===== config.mk =====
export PLATFORM = sky130hd
export DESIGN_NAME = tsn_mgmt_top
export DESIGN_NICKNAME = d
export VERILOG_FILES = /design/src/tsn_mgmt_pkg.sv /design/src/env_monitor.sv /design/src/mgmt_axil_regs.sv /design/src/mgmt_status.sv /design/src/tsn_mgmt_top.sv
export SDC_FILE = /design/constraint.sdc
export NUM_CORES = 1
export LEC_CHECK = 0
export ABC_CLOCK_PERIOD_IN_PS = 2300
export BUFFER_PORTS_ARGS = -buffer_cell sky130_fd_sc_hd__buf_4
export CELL_PAD_IN_SITES_DETAIL_PLACEMENT = 1
export CELL_PAD_IN_SITES_GLOBAL_PLACEMENT = 1
export CORE_MARGIN = 2
export CORE_UTILIZATION = 42
export DETAILED_ROUTE_END_ITERATION = 10
export PLACE_DENSITY_LB_ADDON = 0.1
export SYNTH_ARGS = -nofsm -noshare
export SYNTH_HDL_FRONTEND = slang
export SYNTH_SLANG_ARGS = --single-unit

===== constraint.sdc =====
create_clock -name clk_main -period 2.3 [get_ports clk_main]
set_clock_uncertainty 0.1 [all_clocks]
set_input_delay 0.115 -clock clk_main [delete_from_list [all_inputs] [get_ports clk_main]]
set_output_delay 0.115 -clock clk_main [all_outputs]
set_load 0.02 [all_outputs]

===== src/tsn_mgmt_pkg.sv =====
// Management package: bus and sensor widths, register offsets, reset values, IRQ indices
`default_nettype none

package tsn_mgmt_pkg;

    // Sensor path widths
    localparam int ADC_W = 12;              // Raw ADC code
    localparam int VAL_W = 16;              // Converted value and limits

    // AXI4-Lite bus
    localparam int DATA_W = 32;
    localparam int ADDR_W = 8;

    // Switch ports seen by the management block
    localparam int NUM_PORTS = 4;

    // Interrupt causes
    localparam int NUM_IRQ       = 3;
    localparam int IRQ_OVERTEMP  = 0;
    localparam int IRQ_UNDERVOLT = 1;
    localparam int IRQ_PORT_ERR  = 2;       // OR of all port tx errors

    // Register byte offsets
    localparam logic [ADDR_W-1:0] REG_CTRL        = 8'h00;  // IRQ enables
    localparam logic [ADDR_W-1:0] REG_PORT_POWER  = 8'h04;
    localparam logic [ADDR_W-1:0] REG_TEMP_LIMIT  = 8'h08;
    localparam logic [ADDR_W-1:0] REG_VOLT_MIN    = 8'h0C;
    localparam logic [ADDR_W-1:0] REG_IRQ_STATUS  = 8'h10;  // W1C
    localparam logic [ADDR_W-1:0] REG_TEMPERATURE = 8'h14;  // RO
    localparam logic [ADDR_W-1:0] REG_VOLTAGE     = 8'h18;  // RO
    localparam logic [ADDR_W-1:0] REG_UPTIME      = 8'h1C;  // RO, last valid offset

    // Reset values of the writable registers
    localparam logic [NUM_IRQ-1:0]   CTRL_RESET       = 3'h7;     // All IRQs on
    localparam logic [NUM_PORTS-1:0] PORT_POWER_RESET = 4'hF;     // All ports powered
    localparam logic [VAL_W-1:0]     TEMP_LIMIT_RESET = 16'd85;   // Degrees C
    localparam logic [VAL_W-1:0]     VOLT_MIN_RESET   = 16'd3000; // Millivolts

    // Full-scale multipliers for the ADC conversion
    localparam int TEMP_SCALE = 500;        // 0..500 C over the ADC range
    localparam int VOLT_SCALE = 3300;       // 3.3 V reference

    // AXI response codes
    typedef enum logic [1:0] {
        RESP_OKAY   = 2'b00,
        RESP_SLVERR = 2'b10
    } axil_resp_e;

endpackage

`default_nettype wire


===== src/env_monitor.sv =====
// Sensor monitor: ADC code scaling, registered value and limit alarm
`timescale 1ns/10ps
`default_nettype none

module env_monitor #(
    parameter int SCALE       = 500,        // Full-scale multiplier
    parameter bit ALARM_ABOVE = 1'b1        // 1: alarm above limit, 0: below
) (
    input  wire                             clk_main,
    input  wire                             rst_n,
    input  wire  [tsn_mgmt_pkg::ADC_W-1:0]  adc_code,   // Raw sensor code
    input  wire  [tsn_mgmt_pkg::VAL_W-1:0]  limit,      // Run-time threshold
    output logic [tsn_mgmt_pkg::VAL_W-1:0]  value,      // Converted reading
    output logic                            alarm
);

    localparam int AW = tsn_mgmt_pkg::ADC_W;
    localparam int VW = tsn_mgmt_pkg::VAL_W;
    localparam int PW = AW + VW;            // Product width, room for any 16-bit scale

    logic [PW-1:0] product;
    logic [VW-1:0] value_next;
    logic          alarm_next;

    // code * SCALE / 2^ADC_W
    assign product    = {{VW{1'b0}}, adc_code} * PW'(SCALE);
    assign value_next = product[PW-1:AW];   // Drop the fraction bits

    // Compare the fresh value so alarm lines up with value
    always_comb begin
        if (ALARM_ABOVE) begin
            alarm_next = (value_next > limit);   // Over-temperature style
        end else begin
            alarm_next = (value_next < limit);   // Under-voltage style
        end
    end

    always_ff @(posedge clk_main or negedge rst_n) begin
        if (!rst_n) begin
            value <= '0;
            alarm <= 1'b0;
        end else begin
            value <= value_next;            // One cycle from sensor to register
            alarm <= alarm_next;
        end
    end

    // A rising alarm must come with a value past the limit seen on that edge
    property p_alarm_rise_unsafe;
        @(posedge clk_main) disable iff (!rst_n)
        $rose(alarm) |-> (ALARM_ABOVE ? (value > $past(limit)) : (value < $past(limit)));
    endproperty
    a_alarm_rise_unsafe: assert property (p_alarm_rise_unsafe)
        else $error("env_monitor: alarm rose with value 0x%h on safe side", value);

endmodule

`default_nettype wire


===== src/mgmt_axil_regs.sv =====
// AXI4-Lite register bank: register map, byte strobes, read mux, IRQ clear pulse, responses
`timescale 1ns/10ps
`default_nettype none

module mgmt_axil_regs (
    input  wire                                   clk_main,
    input  wire                                   rst_n,
    // Write address channel
    input  wire  [tsn_mgmt_pkg::ADDR_W-1:0]       s_axil_awaddr,
    input  wire                                   s_axil_awvalid,
    output logic                                  s_axil_awready,
    // Write data channel
    input  wire  [tsn_mgmt_pkg::DATA_W-1:0]       s_axil_wdata,
    input  wire  [tsn_mgmt_pkg::DATA_W/8-1:0]     s_axil_wstrb,
    input  wire                                   s_axil_wvalid,
    output logic                                  s_axil_wready,
    // Write response channel
    output tsn_mgmt_pkg::axil_resp_e              s_axil_bresp,
    output logic                                  s_axil_bvalid,
    input  wire                                   s_axil_bready,
    // Read address channel
    input  wire  [tsn_mgmt_pkg::ADDR_W-1:0]       s_axil_araddr,
    input  wire                                   s_axil_arvalid,
    output logic                                  s_axil_arready,
    // Read data channel
    output logic [tsn_mgmt_pkg::DATA_W-1:0]       s_axil_rdata,
    output tsn_mgmt_pkg::axil_resp_e              s_axil_rresp,
    output logic                                  s_axil_rvalid,
    input  wire                                   s_axil_rready,
    // Status inputs
    input  wire  [tsn_mgmt_pkg::VAL_W-1:0]        temperature,
    input  wire  [tsn_mgmt_pkg::VAL_W-1:0]        voltage,
    input  wire  [tsn_mgmt_pkg::NUM_IRQ-1:0]      irq_status,
    input  wire  [tsn_mgmt_pkg::DATA_W-1:0]       uptime,
    // Configuration outputs
    output logic [tsn_mgmt_pkg::VAL_W-1:0]        temp_limit,
    output logic [tsn_mgmt_pkg::VAL_W-1:0]        volt_min,
    output logic [tsn_mgmt_pkg::NUM_IRQ-1:0]      irq_enable,
    output logic [tsn_mgmt_pkg::NUM_IRQ-1:0]      irq_clear,     // W1C pulse
    output logic [tsn_mgmt_pkg::NUM_PORTS-1:0]    port_power_ctrl
);

    localparam int DW = tsn_mgmt_pkg::DATA_W;
    localparam int AW = tsn_mgmt_pkg::ADDR_W;
    localparam int NI = tsn_mgmt_pkg::NUM_IRQ;
    localparam int NP = tsn_mgmt_pkg::NUM_PORTS;
    localparam int VW = tsn_mgmt_pkg::VAL_W;

    logic          wr_accept;
    logic          rd_accept;
    logic [AW-1:0] wr_addr;                 // Word aligned
    logic [AW-1:0] rd_addr;
    logic [DW-1:0] wr_old;                  // Current content of target register
    logic [DW-1:0] wr_merged;               // After byte strobes
    logic [DW-1:0] rd_mux;

    // Byte-lane merge of write data into the old value
    function automatic logic [DW-1:0] merge_strb(
        input logic [DW-1:0]   old_val,
        input logic [DW-1:0]   new_val,
        input logic [DW/8-1:0] strb
    );
        logic [DW-1:0] result;
        result = old_val;
        for (int b = 0; b < DW/8; b++) begin
            if (strb[b]) result[8*b +: 8] = new_val[8*b +: 8];
        end
        return result;
    endfunction

    // Both halves of a write accepted together, one at a time
    assign wr_accept      = s_axil_awvalid && s_axil_wvalid && !s_axil_bvalid;
    assign s_axil_awready = wr_accept;
    assign s_axil_wready  = wr_accept;
    assign rd_accept      = s_axil_arvalid && !s_axil_rvalid;
    assign s_axil_arready = rd_accept;

    assign wr_addr = {s_axil_awaddr[AW-1:2], 2'b00};
    assign rd_addr = {s_axil_araddr[AW-1:2], 2'b00};

    always_comb begin
        case (wr_addr)
            tsn_mgmt_pkg::REG_CTRL:       wr_old = DW'(irq_enable);
            tsn_mgmt_pkg::REG_PORT_POWER: wr_old = DW'(port_power_ctrl);
            tsn_mgmt_pkg::REG_TEMP_LIMIT: wr_old = DW'(temp_limit);
            tsn_mgmt_pkg::REG_VOLT_MIN:   wr_old = DW'(volt_min);
            default:                      wr_old = '0;   // IRQ_STATUS merges onto zero
        endcase
    end

    assign wr_merged = merge_strb(wr_old, s_axil_wdata, s_axil_wstrb);

    // Clear hits status on the handshake edge, so a following read sees it
    assign irq_clear = (wr_accept && wr_addr == tsn_mgmt_pkg::REG_IRQ_STATUS) ?
                       wr_merged[NI-1:0] : '0;

    // Writable registers and write response
    always_ff @(posedge clk_main or negedge rst_n) begin
        if (!rst_n) begin
            irq_enable      <= tsn_mgmt_pkg::CTRL_RESET;
            port_power_ctrl <= tsn_mgmt_pkg::PORT_POWER_RESET;
            temp_limit      <= tsn_mgmt_pkg::TEMP_LIMIT_RESET;
            volt_min        <= tsn_mgmt_pkg::VOLT_MIN_RESET;
            s_axil_bvalid   <= 1'b0;
            s_axil_bresp    <= tsn_mgmt_pkg::RESP_OKAY;
        end else begin
            if (wr_accept) begin
                case (wr_addr)
                    tsn_mgmt_pkg::REG_CTRL:       irq_enable      <= wr_merged[NI-1:0];
                    tsn_mgmt_pkg::REG_PORT_POWER: port_power_ctrl <= wr_merged[NP-1:0];
                    tsn_mgmt_pkg::REG_TEMP_LIMIT: temp_limit      <= wr_merged[VW-1:0];
                    tsn_mgmt_pkg::REG_VOLT_MIN:   volt_min        <= wr_merged[VW-1:0];
                    default: ;                                   // RO or W1C, nothing stored
                endcase
                s_axil_bvalid <= 1'b1;
                s_axil_bresp  <= (wr_addr > tsn_mgmt_pkg::REG_UPTIME) ?
                                 tsn_mgmt_pkg::RESP_SLVERR : tsn_mgmt_pkg::RESP_OKAY;
            end else if (s_axil_bready) begin
                s_axil_bvalid <= 1'b0;               // Response taken
            end
        end
    end

    // Read mux, narrow fields zero-extended
    always_comb begin
        case (rd_addr)
            tsn_mgmt_pkg::REG_CTRL:        rd_mux = DW'(irq_enable);
            tsn_mgmt_pkg::REG_PORT_POWER:  rd_mux = DW'(port_power_ctrl);
            tsn_mgmt_pkg::REG_TEMP_LIMIT:  rd_mux = DW'(temp_limit);
            tsn_mgmt_pkg::REG_VOLT_MIN:    rd_mux = DW'(volt_min);
            tsn_mgmt_pkg::REG_IRQ_STATUS:  rd_mux = DW'(irq_status);
            tsn_mgmt_pkg::REG_TEMPERATURE: rd_mux = DW'(temperature);
            tsn_mgmt_pkg::REG_VOLTAGE:     rd_mux = DW'(voltage);
            tsn_mgmt_pkg::REG_UPTIME:      rd_mux = uptime;
            default:                       rd_mux = '0;
        endcase
    end

    always_ff @(posedge clk_main or negedge rst_n) begin
        if (!rst_n) begin
            s_axil_rvalid <= 1'b0;
            s_axil_rresp  <= tsn_mgmt_pkg::RESP_OKAY;
        end else if (rd_accept) begin
            s_axil_rvalid <= 1'b1;
            s_axil_rresp  <= (rd_addr > tsn_mgmt_pkg::REG_UPTIME) ?
                             tsn_mgmt_pkg::RESP_SLVERR : tsn_mgmt_pkg::RESP_OKAY;
        end else if (s_axil_rready) begin
            s_axil_rvalid <= 1'b0;
        end
    end

    always_ff @(posedge clk_main) begin
        if (rd_accept) s_axil_rdata <= rd_mux;   // Held until next accept
    end

    // Handshake holds under back-pressure
    a_bvalid_hold: assert property (@(posedge clk_main) disable iff (!rst_n)
        s_axil_bvalid && !s_axil_bready |=> s_axil_bvalid)
        else $error("mgmt_axil_regs: bvalid dropped before bready");
    a_rvalid_hold: assert property (@(posedge clk_main) disable iff (!rst_n)
        s_axil_rvalid && !s_axil_rready |=> s_axil_rvalid && $stable(s_axil_rdata))
        else $error("mgmt_axil_regs: rvalid or rdata changed before rready");

endmodule

`default_nettype wire


===== src/mgmt_status.sv =====
// System status: uptime counter, sticky IRQ causes, irq_n and power_good
`timescale 1ns/10ps
`default_nettype none

module mgmt_status (
    input  wire                                 clk_main,
    input  wire                                 rst_n,
    input  wire                                 over_temp,      // Temp monitor alarm
    input  wire                                 under_volt,     // Voltage monitor alarm
    input  wire  [tsn_mgmt_pkg::NUM_PORTS-1:0]  port_tx_error,
    input  wire  [tsn_mgmt_pkg::NUM_IRQ-1:0]    irq_enable,
    input  wire  [tsn_mgmt_pkg::NUM_IRQ-1:0]    irq_clear,      // One-cycle W1C
    output logic [tsn_mgmt_pkg::NUM_IRQ-1:0]    irq_status,
    output logic [tsn_mgmt_pkg::DATA_W-1:0]     uptime,
    output logic                                irq_n,
    output logic                                power_good
);

    logic [tsn_mgmt_pkg::NUM_IRQ-1:0] cause;

    // Raw conditions, one bit per cause
    always_comb begin
        cause = '0;
        cause[tsn_mgmt_pkg::IRQ_OVERTEMP]  = over_temp;
        cause[tsn_mgmt_pkg::IRQ_UNDERVOLT] = under_volt;
        cause[tsn_mgmt_pkg::IRQ_PORT_ERR]  = |port_tx_error;    // Any port
    end

    always_ff @(posedge clk_main or negedge rst_n) begin
        if (!rst_n) begin
            irq_status <= '0;
        end else begin
            irq_status <= (irq_status & ~irq_clear) | cause;     // Set wins over clear
        end
    end

    // Free-running, wraps after 2^32 cycles
    always_ff @(posedge clk_main or negedge rst_n) begin
        if (!rst_n) begin
            uptime <= '0;
        end else begin
            uptime <= uptime + 1'b1;
        end
    end

    assign irq_n      = ~|(irq_status & irq_enable);   // Active low, masked
    assign power_good = ~under_volt;

    // Sticky: a set bit only falls after a clear from the register bank
    a_sticky_cause: assert property (@(posedge clk_main) disable iff (!rst_n)
        (($past(irq_status) & ~irq_status & ~$past(irq_clear)) == '0))
        else $error("mgmt_status: cause bit fell without clear, status 0x%h", irq_status);

endmodule

`default_nettype wire


===== src/tsn_mgmt_top.sv =====
// Management top level: register bank, temperature and voltage monitors, status block
`timescale 1ns/10ps
`default_nettype none

module tsn_mgmt_top #(
    parameter int TEMP_SCALE = tsn_mgmt_pkg::TEMP_SCALE,
    parameter int VOLT_SCALE = tsn_mgmt_pkg::VOLT_SCALE
) (
    input  wire                                 clk_main,
    input  wire                                 rst_n,
    // AXI4-Lite slave
    input  wire  [tsn_mgmt_pkg::ADDR_W-1:0]     s_axil_awaddr,
    input  wire                                 s_axil_awvalid,
    output logic                                s_axil_awready,
    input  wire  [tsn_mgmt_pkg::DATA_W-1:0]     s_axil_wdata,
    input  wire  [tsn_mgmt_pkg::DATA_W/8-1:0]   s_axil_wstrb,
    input  wire                                 s_axil_wvalid,
    output logic                                s_axil_wready,
    output logic [1:0]                          s_axil_bresp,
    output logic                                s_axil_bvalid,
    input  wire                                 s_axil_bready,
    input  wire  [tsn_mgmt_pkg::ADDR_W-1:0]     s_axil_araddr,
    input  wire                                 s_axil_arvalid,
    output logic                                s_axil_arready,
    output logic [tsn_mgmt_pkg::DATA_W-1:0]     s_axil_rdata,
    output logic [1:0]                          s_axil_rresp,
    output logic                                s_axil_rvalid,
    input  wire                                 s_axil_rready,
    // Sensors and switch
    input  wire  [tsn_mgmt_pkg::ADC_W-1:0]      temp_adc,
    input  wire  [tsn_mgmt_pkg::ADC_W-1:0]      volt_adc,
    input  wire  [tsn_mgmt_pkg::NUM_PORTS-1:0]  port_tx_error,
    // System outputs
    output logic                                irq_n,
    output logic                                power_good,
    output logic [tsn_mgmt_pkg::NUM_PORTS-1:0]  port_power_ctrl
);

    logic [tsn_mgmt_pkg::VAL_W-1:0]   temp_limit;   // Bank to monitors
    logic [tsn_mgmt_pkg::VAL_W-1:0]   volt_min;
    logic [tsn_mgmt_pkg::VAL_W-1:0]   temperature;  // Monitors to bank
    logic [tsn_mgmt_pkg::VAL_W-1:0]   voltage;
    logic                             over_temp;
    logic                             under_volt;
    logic [tsn_mgmt_pkg::NUM_IRQ-1:0] irq_enable;
    logic [tsn_mgmt_pkg::NUM_IRQ-1:0] irq_clear;
    logic [tsn_mgmt_pkg::NUM_IRQ-1:0] irq_status;
    logic [tsn_mgmt_pkg::DATA_W-1:0]  uptime;

    mgmt_axil_regs i_regs (
        .clk_main, .rst_n,
        .s_axil_awaddr, .s_axil_awvalid, .s_axil_awready,
        .s_axil_wdata, .s_axil_wstrb, .s_axil_wvalid, .s_axil_wready,
        .s_axil_bresp, .s_axil_bvalid, .s_axil_bready,
        .s_axil_araddr, .s_axil_arvalid, .s_axil_arready,
        .s_axil_rdata, .s_axil_rresp, .s_axil_rvalid, .s_axil_rready,
        .temperature, .voltage, .irq_status, .uptime,
        .temp_limit, .volt_min, .irq_enable, .irq_clear, .port_power_ctrl
    );

    // Temperature alarms above its limit
    env_monitor #(.SCALE(TEMP_SCALE), .ALARM_ABOVE(1'b1)) i_temp_mon (
        .clk_main, .rst_n,
        .adc_code(temp_adc), .limit(temp_limit), .value(temperature), .alarm(over_temp)
    );

    // Supply alarms below its minimum
    env_monitor #(.SCALE(VOLT_SCALE), .ALARM_ABOVE(1'b0)) i_volt_mon (
        .clk_main, .rst_n,
        .adc_code(volt_adc), .limit(volt_min), .value(voltage), .alarm(under_volt)
    );

    mgmt_status i_status (
        .clk_main, .rst_n,
        .over_temp, .under_volt, .port_tx_error, .irq_enable, .irq_clear,
        .irq_status, .uptime, .irq_n, .power_good
    );

endmodule

`default_nettype wire

* After elaboration in Yosys (flattened, before gate mapping)
Cells that the tools add are included.
** Word-level totals
- Input bits :: 87
- Register bits :: 135
- Word-level logic and storage cells :: 66
** Cells by class
- Multiplexer cells :: 11
- Magnitude comparators :: 4
- Multiply operators :: 2
- Add/subtract/negate cells :: 1
- Reductions and logical operators :: 17
- Bitwise gates (word level) :: 5
- Eq/ne operators :: 11
** Operators by type and width (count)
- 32-bit one-hot mux with 8 select lines :: 1
- 16-bit one-hot mux with 4 select lines :: 1
- 32-bit by 1-bit adder with 32-bit output (second input constant) :: 1
- 6-bit by 3-bit == test with 1-bit output (second input constant) :: 5
- 6-bit by 2-bit == test with 1-bit output (second input constant) :: 4
- 12-bit by 10-bit multiplier with 22-bit output (second input constant) :: 1
- 12-bit by 7-bit multiplier with 19-bit output (second input constant) :: 1
- 8-bit by 5-bit greater-than comparator with 1-bit output (second input constant) :: 2
- 9-bit by 16-bit greater-than comparator with 1-bit output :: 1
- 8-bit logical NOT :: 2
- 12-bit by 16-bit < comparator with 1-bit output :: 1
- 8-bit 2-to-1 mux :: 2
- 6-bit by 1-bit == test with 1-bit output (second input constant) :: 2
- 2-bit AND reduction :: 4
- 3-bit AND :: 2
- 1-bit logical AND :: 4
- 1-bit 2-to-1 mux :: 4
- 2-bit 2-to-1 mux :: 2
- 2-bit nonzero test :: 2
- 4-bit OR reduction :: 1
- 1-bit logical NOT :: 3
- 3-bit 2-to-1 mux :: 1
- 3-bit inverter :: 1
- 3-bit OR :: 1
- other kinds (2) :: 2

* Logic depth before layout (Yosys ltp)
- Depth after elaboration :: 7
- Gate-level depth with buffers :: 24

* Modules after synthesis
From an unflattened synthesis, not the netlist that was laid out.
** Unflattened totals
- Cells, all modules :: 950
- Area total of the unflattened synthesis :: 10491.3 um^2
** By module, submodules not included
- mgmt_axil_regs :: area an instance 3682.3 um^2, sequential area each 2059.5 um^2, cells an instance 291, instances 1
- env_monitor (i_volt_mon) :: area an instance 2715.1 um^2, sequential area each 325.3 um^2, cells an instance 264, instances 1
- env_monitor (i_temp_mon) :: area an instance 2491.1 um^2, sequential area each 250.2 um^2, cells an instance 256, instances 1
- mgmt_status :: area an instance 1602.8 um^2, sequential area each 875.8 um^2, cells an instance 139, instances 1

* Worst setup path after synthesis
No wires, ideal clock.
- Path kind :: in2reg
- Start point :: input volt_adc[5] in the netlist's numbering
- End point :: register i_volt_mon.alarm
- Path buffers :: 0
- Arrival :: 4772 ps
- Stages :: 21
- Path slack :: -2643 ps
- Path through :: ha_1 -> inv_1 -> fa_1 -> inv_1 -> fa_1 -> fa_1 -> fa_1 -> ha_1 -> a21o_1 -> a21oi_1 -> o21ai_1 -> a21oi_1 -> o21bai_1 -> a21oi_1 -> xnor2_1 -> ha_1 -> a21o_1 -> a21o_1 -> a21oi_1 -> o21ai_0 -> nor2_1
** On the way
- Cells in the longest elaborated chain, start to end :: 2
** RTL lines
- start: declaration :: line tsn_mgmt_top.sv:31 : input wire [tsn_mgmt_pkg::ADC_W-1:0] volt_adc,
- 12-bit by 10-bit multiplier with 22-bit output :: line env_monitor.sv:26 : assign product = {{VW{1'b0}}, adc_code} * PW'(SCALE);
- via i_volt_mon.product[17] :: line env_monitor.sv:21 : logic [PW-1:0] product;
- 12-bit by 16-bit < comparator with 1-bit output :: line env_monitor.sv:34 : alarm_next = (value_next < limit);
- via i_volt_mon.alarm_next :: line env_monitor.sv:23 : logic alarm_next;
- end signal: assignment :: line env_monitor.sv:44 : alarm <= alarm_next;
- end: declaration :: line env_monitor.sv:14 : output logic alarm
The timed path passes the listed nets, and every way through them passes these cells.
A chain may end at the register's enable or synchronous reset.

* Worst setup path after layout
- Start point :: input temp_adc[5] in the netlist's numbering
- End point :: register i_temp_mon.alarm
** On the way
- Cells in the longest elaborated chain, start to end :: 2
** RTL lines
- start: declaration :: line tsn_mgmt_top.sv:30 : input wire [tsn_mgmt_pkg::ADC_W-1:0] temp_adc,
- 12-bit by 7-bit multiplier with 19-bit output :: line env_monitor.sv:26
- via i_temp_mon.product[14] :: line env_monitor.sv:21
- 9-bit by 16-bit greater-than comparator with 1-bit output :: line env_monitor.sv:32 : alarm_next = (value_next > limit);
- via i_temp_mon.alarm_next :: line env_monitor.sv:23
- end signal: assignment :: line env_monitor.sv:44
- end: declaration :: line env_monitor.sv:14
The timed path passes the listed nets, and every way through them passes these cells.

==> results by group <==
Run status
  – Outcome: finished, violations left
  – Violated checks: setup timing

Global route
  – GRT Total Usage: 22.4%
  – First-pass GRT wire length: 45000 µm
  – Gr ovfl total: 0
  – Initial antenna violation count: 0
  – Number of global-route vias before repair: 8569
  – Largest net degree at the start of global routing: 36

Drt
  – Avg WL per Cell: 18.2 µm
  – DR iter-0 viols: 416
  – DR DRC count: 0
  – Vias: 7831
  – Total Wirelength: 28000 µm
  – Vias per std cell: 5.10
  – ANT nets after route: 0
  – TritonRoute pass-1 iters: 4

Final layout
  – Reg area: 3510 µm²
  – Antenna fix cells: 0
  – Layout cell share with drive strength beyond 1: 35.6%
  – Most frequent cells in the layout: 225 x buf_4, 129 x inv_1, 104 x ha_1, 83 x dfrtp_1, 61 x fa_1
  – Post-layout nets: 1487
  – Layout area overhead: 37.5%
  – Most common cell after layout, fill and taps aside: buf_4
  – Post-layout util: 59.3%
  – Fill cells: 2512
  – Footprint of the multi-input gates: 6700 µm²

Worst setup path
  – Worst Path Required: 2.51 ns
  – Crit path launch: temp_adc[5]
  – Maximum fanout along the worst path: 3
  – Critical path's top delay family: adder cells
  – Worst reg-to-reg path cell count: 9
  – Worst setup EP type: flop
  – CP Launch Type: primary input
  – Kind of critical path: primary input to flop
  – CP bufs+invs: 3
  – Reg-to-reg slack, setup: 0.24 ns
  – Worst-path cell with the longest stage delay: fa_1
  – CP arrival: 4.83 ns
  – CP peak stage delay: 0.56 ns
  – Worst path cell trace: buf_8 -> clkinvlp_4 -> fa_1 -> fa_1 -> fa_1 -> inv_2 -> fa_1 -> ha_4 -> nand3_4 -> o31ai_4 -> a21oi_2 -> o21bai_1 -> xor2_1 -> ha_1 -> o21a_1 -> o21a_1 -> o21a_1 -> o21ai_1 -> a21oi_1 -> o2111a_1
  – RR Startpoint: i_regs.temp_limit[1]$_DFFE_PN0P_
  – Most used cell, CP: fa_1
  – R2r endpoint: i_temp_mon.alarm$_DFF_PN0_

Timing
  – RSZ-0062 raised after global routing: true
  – Setup ws final: -2.32 ns
  – Rel. slew slack: 63.2%
  – Final setup vio count: 23
  – Hold Fails Final Rpt: 0
  – Final Cycle Share: 201%
  – Slew @ Worst Pin: 0.552 ns
  – Achievable frequency: 216 MHz
  – Final min period: 4.62 ns
  – Fin. max-slew vios: 0

Synth
  – Synthesized area: 10200 µm²
  – Yosys warnings: 0
  – Average footprint of a synthesized cell: 10.9 µm²
  – Register bit total from synthesis: 133
  – Adder-cell share of the synthesized area: 29.3%
  – Async SR Flop Fraction: 75.9%
  – Mux share of post-synthesis cell area: 6.27%
  – Post-Synth XOR/XNOR Area: 4.39%
  – Synth cell types: 63
  – Simple-gate portion of the synthesized area: 9.98%
  – Compound-Gate Fraction of Synth Area: 8.80%
  – Gate count of the mapped netlist: 938
  – Area leader, netlist: dfrtp_1
  – Area contributors post-synth: dfrtp_1 20%, ha_1 16%, fa_1 13%
  – Post-synth EDFFs: 32
  – Seq/Total Area, Yosys: 34.5%
  – Combinational family with the most area after synthesis: adder cells
  – Synth top area share: 20.4%
  – Ys flop type: dfrtp_1

Placement
  – PortBufs: 109
  – GP Congestion: 0.837
  – Dpl hpwl: 22100 µm

Clock network
  – TritonCTS buffer count: 17
  – Clk buf depth: 2
  – H-Tree Depth: 4
  – CTS tree: built
  – CTS root buf: clkbuf_16
  – Clock Pin Slew Worst Setup and Hold Paths: 0.06 ns
  – CTS sink cnt: 133
  – Clk_lat worst skew: 0.42 ns

Floorplan
  – Core Region: 23600 µm²
  – I/O pin cnt: 134
  – Die Span Y: 160 µm
  – Row cnt: 56
  – Chip Width: 160 µm
  – Initial Utilization: 43.1%
  – Die area: 25500 µm²

Job
  – Max-Cap Viols: 0

Hold path
  – Min-delay worst type: primary input to flop
  – Hold path depth: 4
  – Hold path startpoint: s_axil_awaddr[2]
  – Worst hold endpoint: i_regs.irq_enable[1]$_DFFE_PN1P_

Power and ir drop
  – VDD IR max: 0.650 mV
  – Power Total: 16.7 mW
  – Leak: 6.59 nW
  – Power Density: 1190 nW/µm²
## logic make-up (layout without fill, tap and decap cells)
group | after synthesis | count (layout)
fa+ha+maj | 198 | 198
simple gates | 194 | 194
buf+inv | 177 | 453
compound gates | 141 | 141
flops | 133 | 133
xor+xnor | 51 | 51
mux | 43 | 43
other cells | 1 | 2
## synth_stat cells, drive strengths merged, types with 2 or more instances
library cell / instances
inv: 152
ha: 131
dfrtp: 83
fa: 67
a21oi: 56
nor2: 53
nand2: 41
edfxtp: 32
xnor2: 32
o21ai: 30
mux2i: 21
xor2: 19
and2: 18
and3: 18
dfstp: 18
nor3: 18
nand3: 17
buf: 15
mux4: 15
a21o: 12
clkbuf: 10
a22oi: 7
mux2: 7
nor4: 7
o21a: 6
and4: 5
nand4: 5
a32o: 4
nor2b: 4
o21bai: 3
a211oi: 2
a221o: 2
a22o: 2
a31oi: 2
a41o: 2
nand2b: 2
nor3b: 2
o2111ai: 2
o31ai: 2
or3: 2
## sequential cells by signal (all words and copies together), names as in the netlist
name,count
i_regs.s_axil_bresp,1
i_regs.temp_limit,16
i_volt_mon.value,12
i_regs.s_axil_bvalid,1
i_temp_mon.value,9
i_regs.s_axil_rresp,1
i_regs.s_axil_rdata,32
i_volt_mon.alarm,1
i_regs.port_power_ctrl,4
i_status.uptime,32
i_status.irq_status,3
i_temp_mon.alarm,1
i_regs.s_axil_rvalid,1
i_regs.volt_min,16
i_regs.irq_enable,3
## layer usage
layer	part of all wire, %	track usage [%]
met3	3.3	3.04
met2	52	39.9
met1	42	28.2
met5	0	0
met4	2.4	7.48
## area by class of cell
class,count,area share [%]
inverter,152,4.25
timing repair buffer,269,15.6
multi-input combinational,629,47.8
tap,319,2.85
clock buffer,20,3.12
clock inverter,12,1.28
sequential,133,25.1
## where the power goes
group          internal (mW)  switching, mW
clock                   1.81           1.02
sequential              2.81          0.182
combinational           5.83           5.05
total                   10.4           6.25
## worst register-to-register path: cells and delay by family (launching register included)
kind / cells / cell delay, ns
AOI/OAI and AO/OA: 6 / 0.92
buffers and inverters: 1 / 0.07
and+or+nand+nor: 1 / 0.14
DFF: 1 / 0.41
adders and majority gates: 1 / 0.31
## per-stage QoR
stage	cells	hold slack, ns	setup TNS [ns]	setup WS, ns	cell area, µm²
floorplan	939	-0.281	-32.21	-2.37	10600
global placement	1465	-0.0288	-40.66	-2.66	12600
detailed placement	1465	-0.0288	-43.10	-2.83	12600
CTS	1529	0.0135	-31.77	-2.28	13800
global route	1534	0.0386	-34.85	-2.52	14000
finish	1534	0.0231	-32.02	-2.32	14000
## what timing repair did
item,in CTS,in global routing
gates resized for setup,47,43
hold buffers,22,0
endpoints found under the hold margin,117,0
pin swaps,30,29
setup buffers,12,8
cloned,0,0
setup endpoints to repair,23,23
## how the worst max path moves through the flow
stage                                             to  slack [ns]  depth (start not counted)
after floorplan           i_temp_mon.alarm$_DFF_PN0_       -2.37                         20
after global placement    i_temp_mon.alarm$_DFF_PN0_       -2.66                         20
after detailed placement  i_volt_mon.alarm$_DFF_PN0_       -2.83                         25
after CTS                 i_volt_mon.alarm$_DFF_PN0_       -2.28                         23
after global routing      i_temp_mon.alarm$_DFF_PN0_       -2.52                         21
final                     i_temp_mon.alarm$_DFF_PN0_       -2.32                         20
No activity file was read; power rests on OpenSTA's default activity.
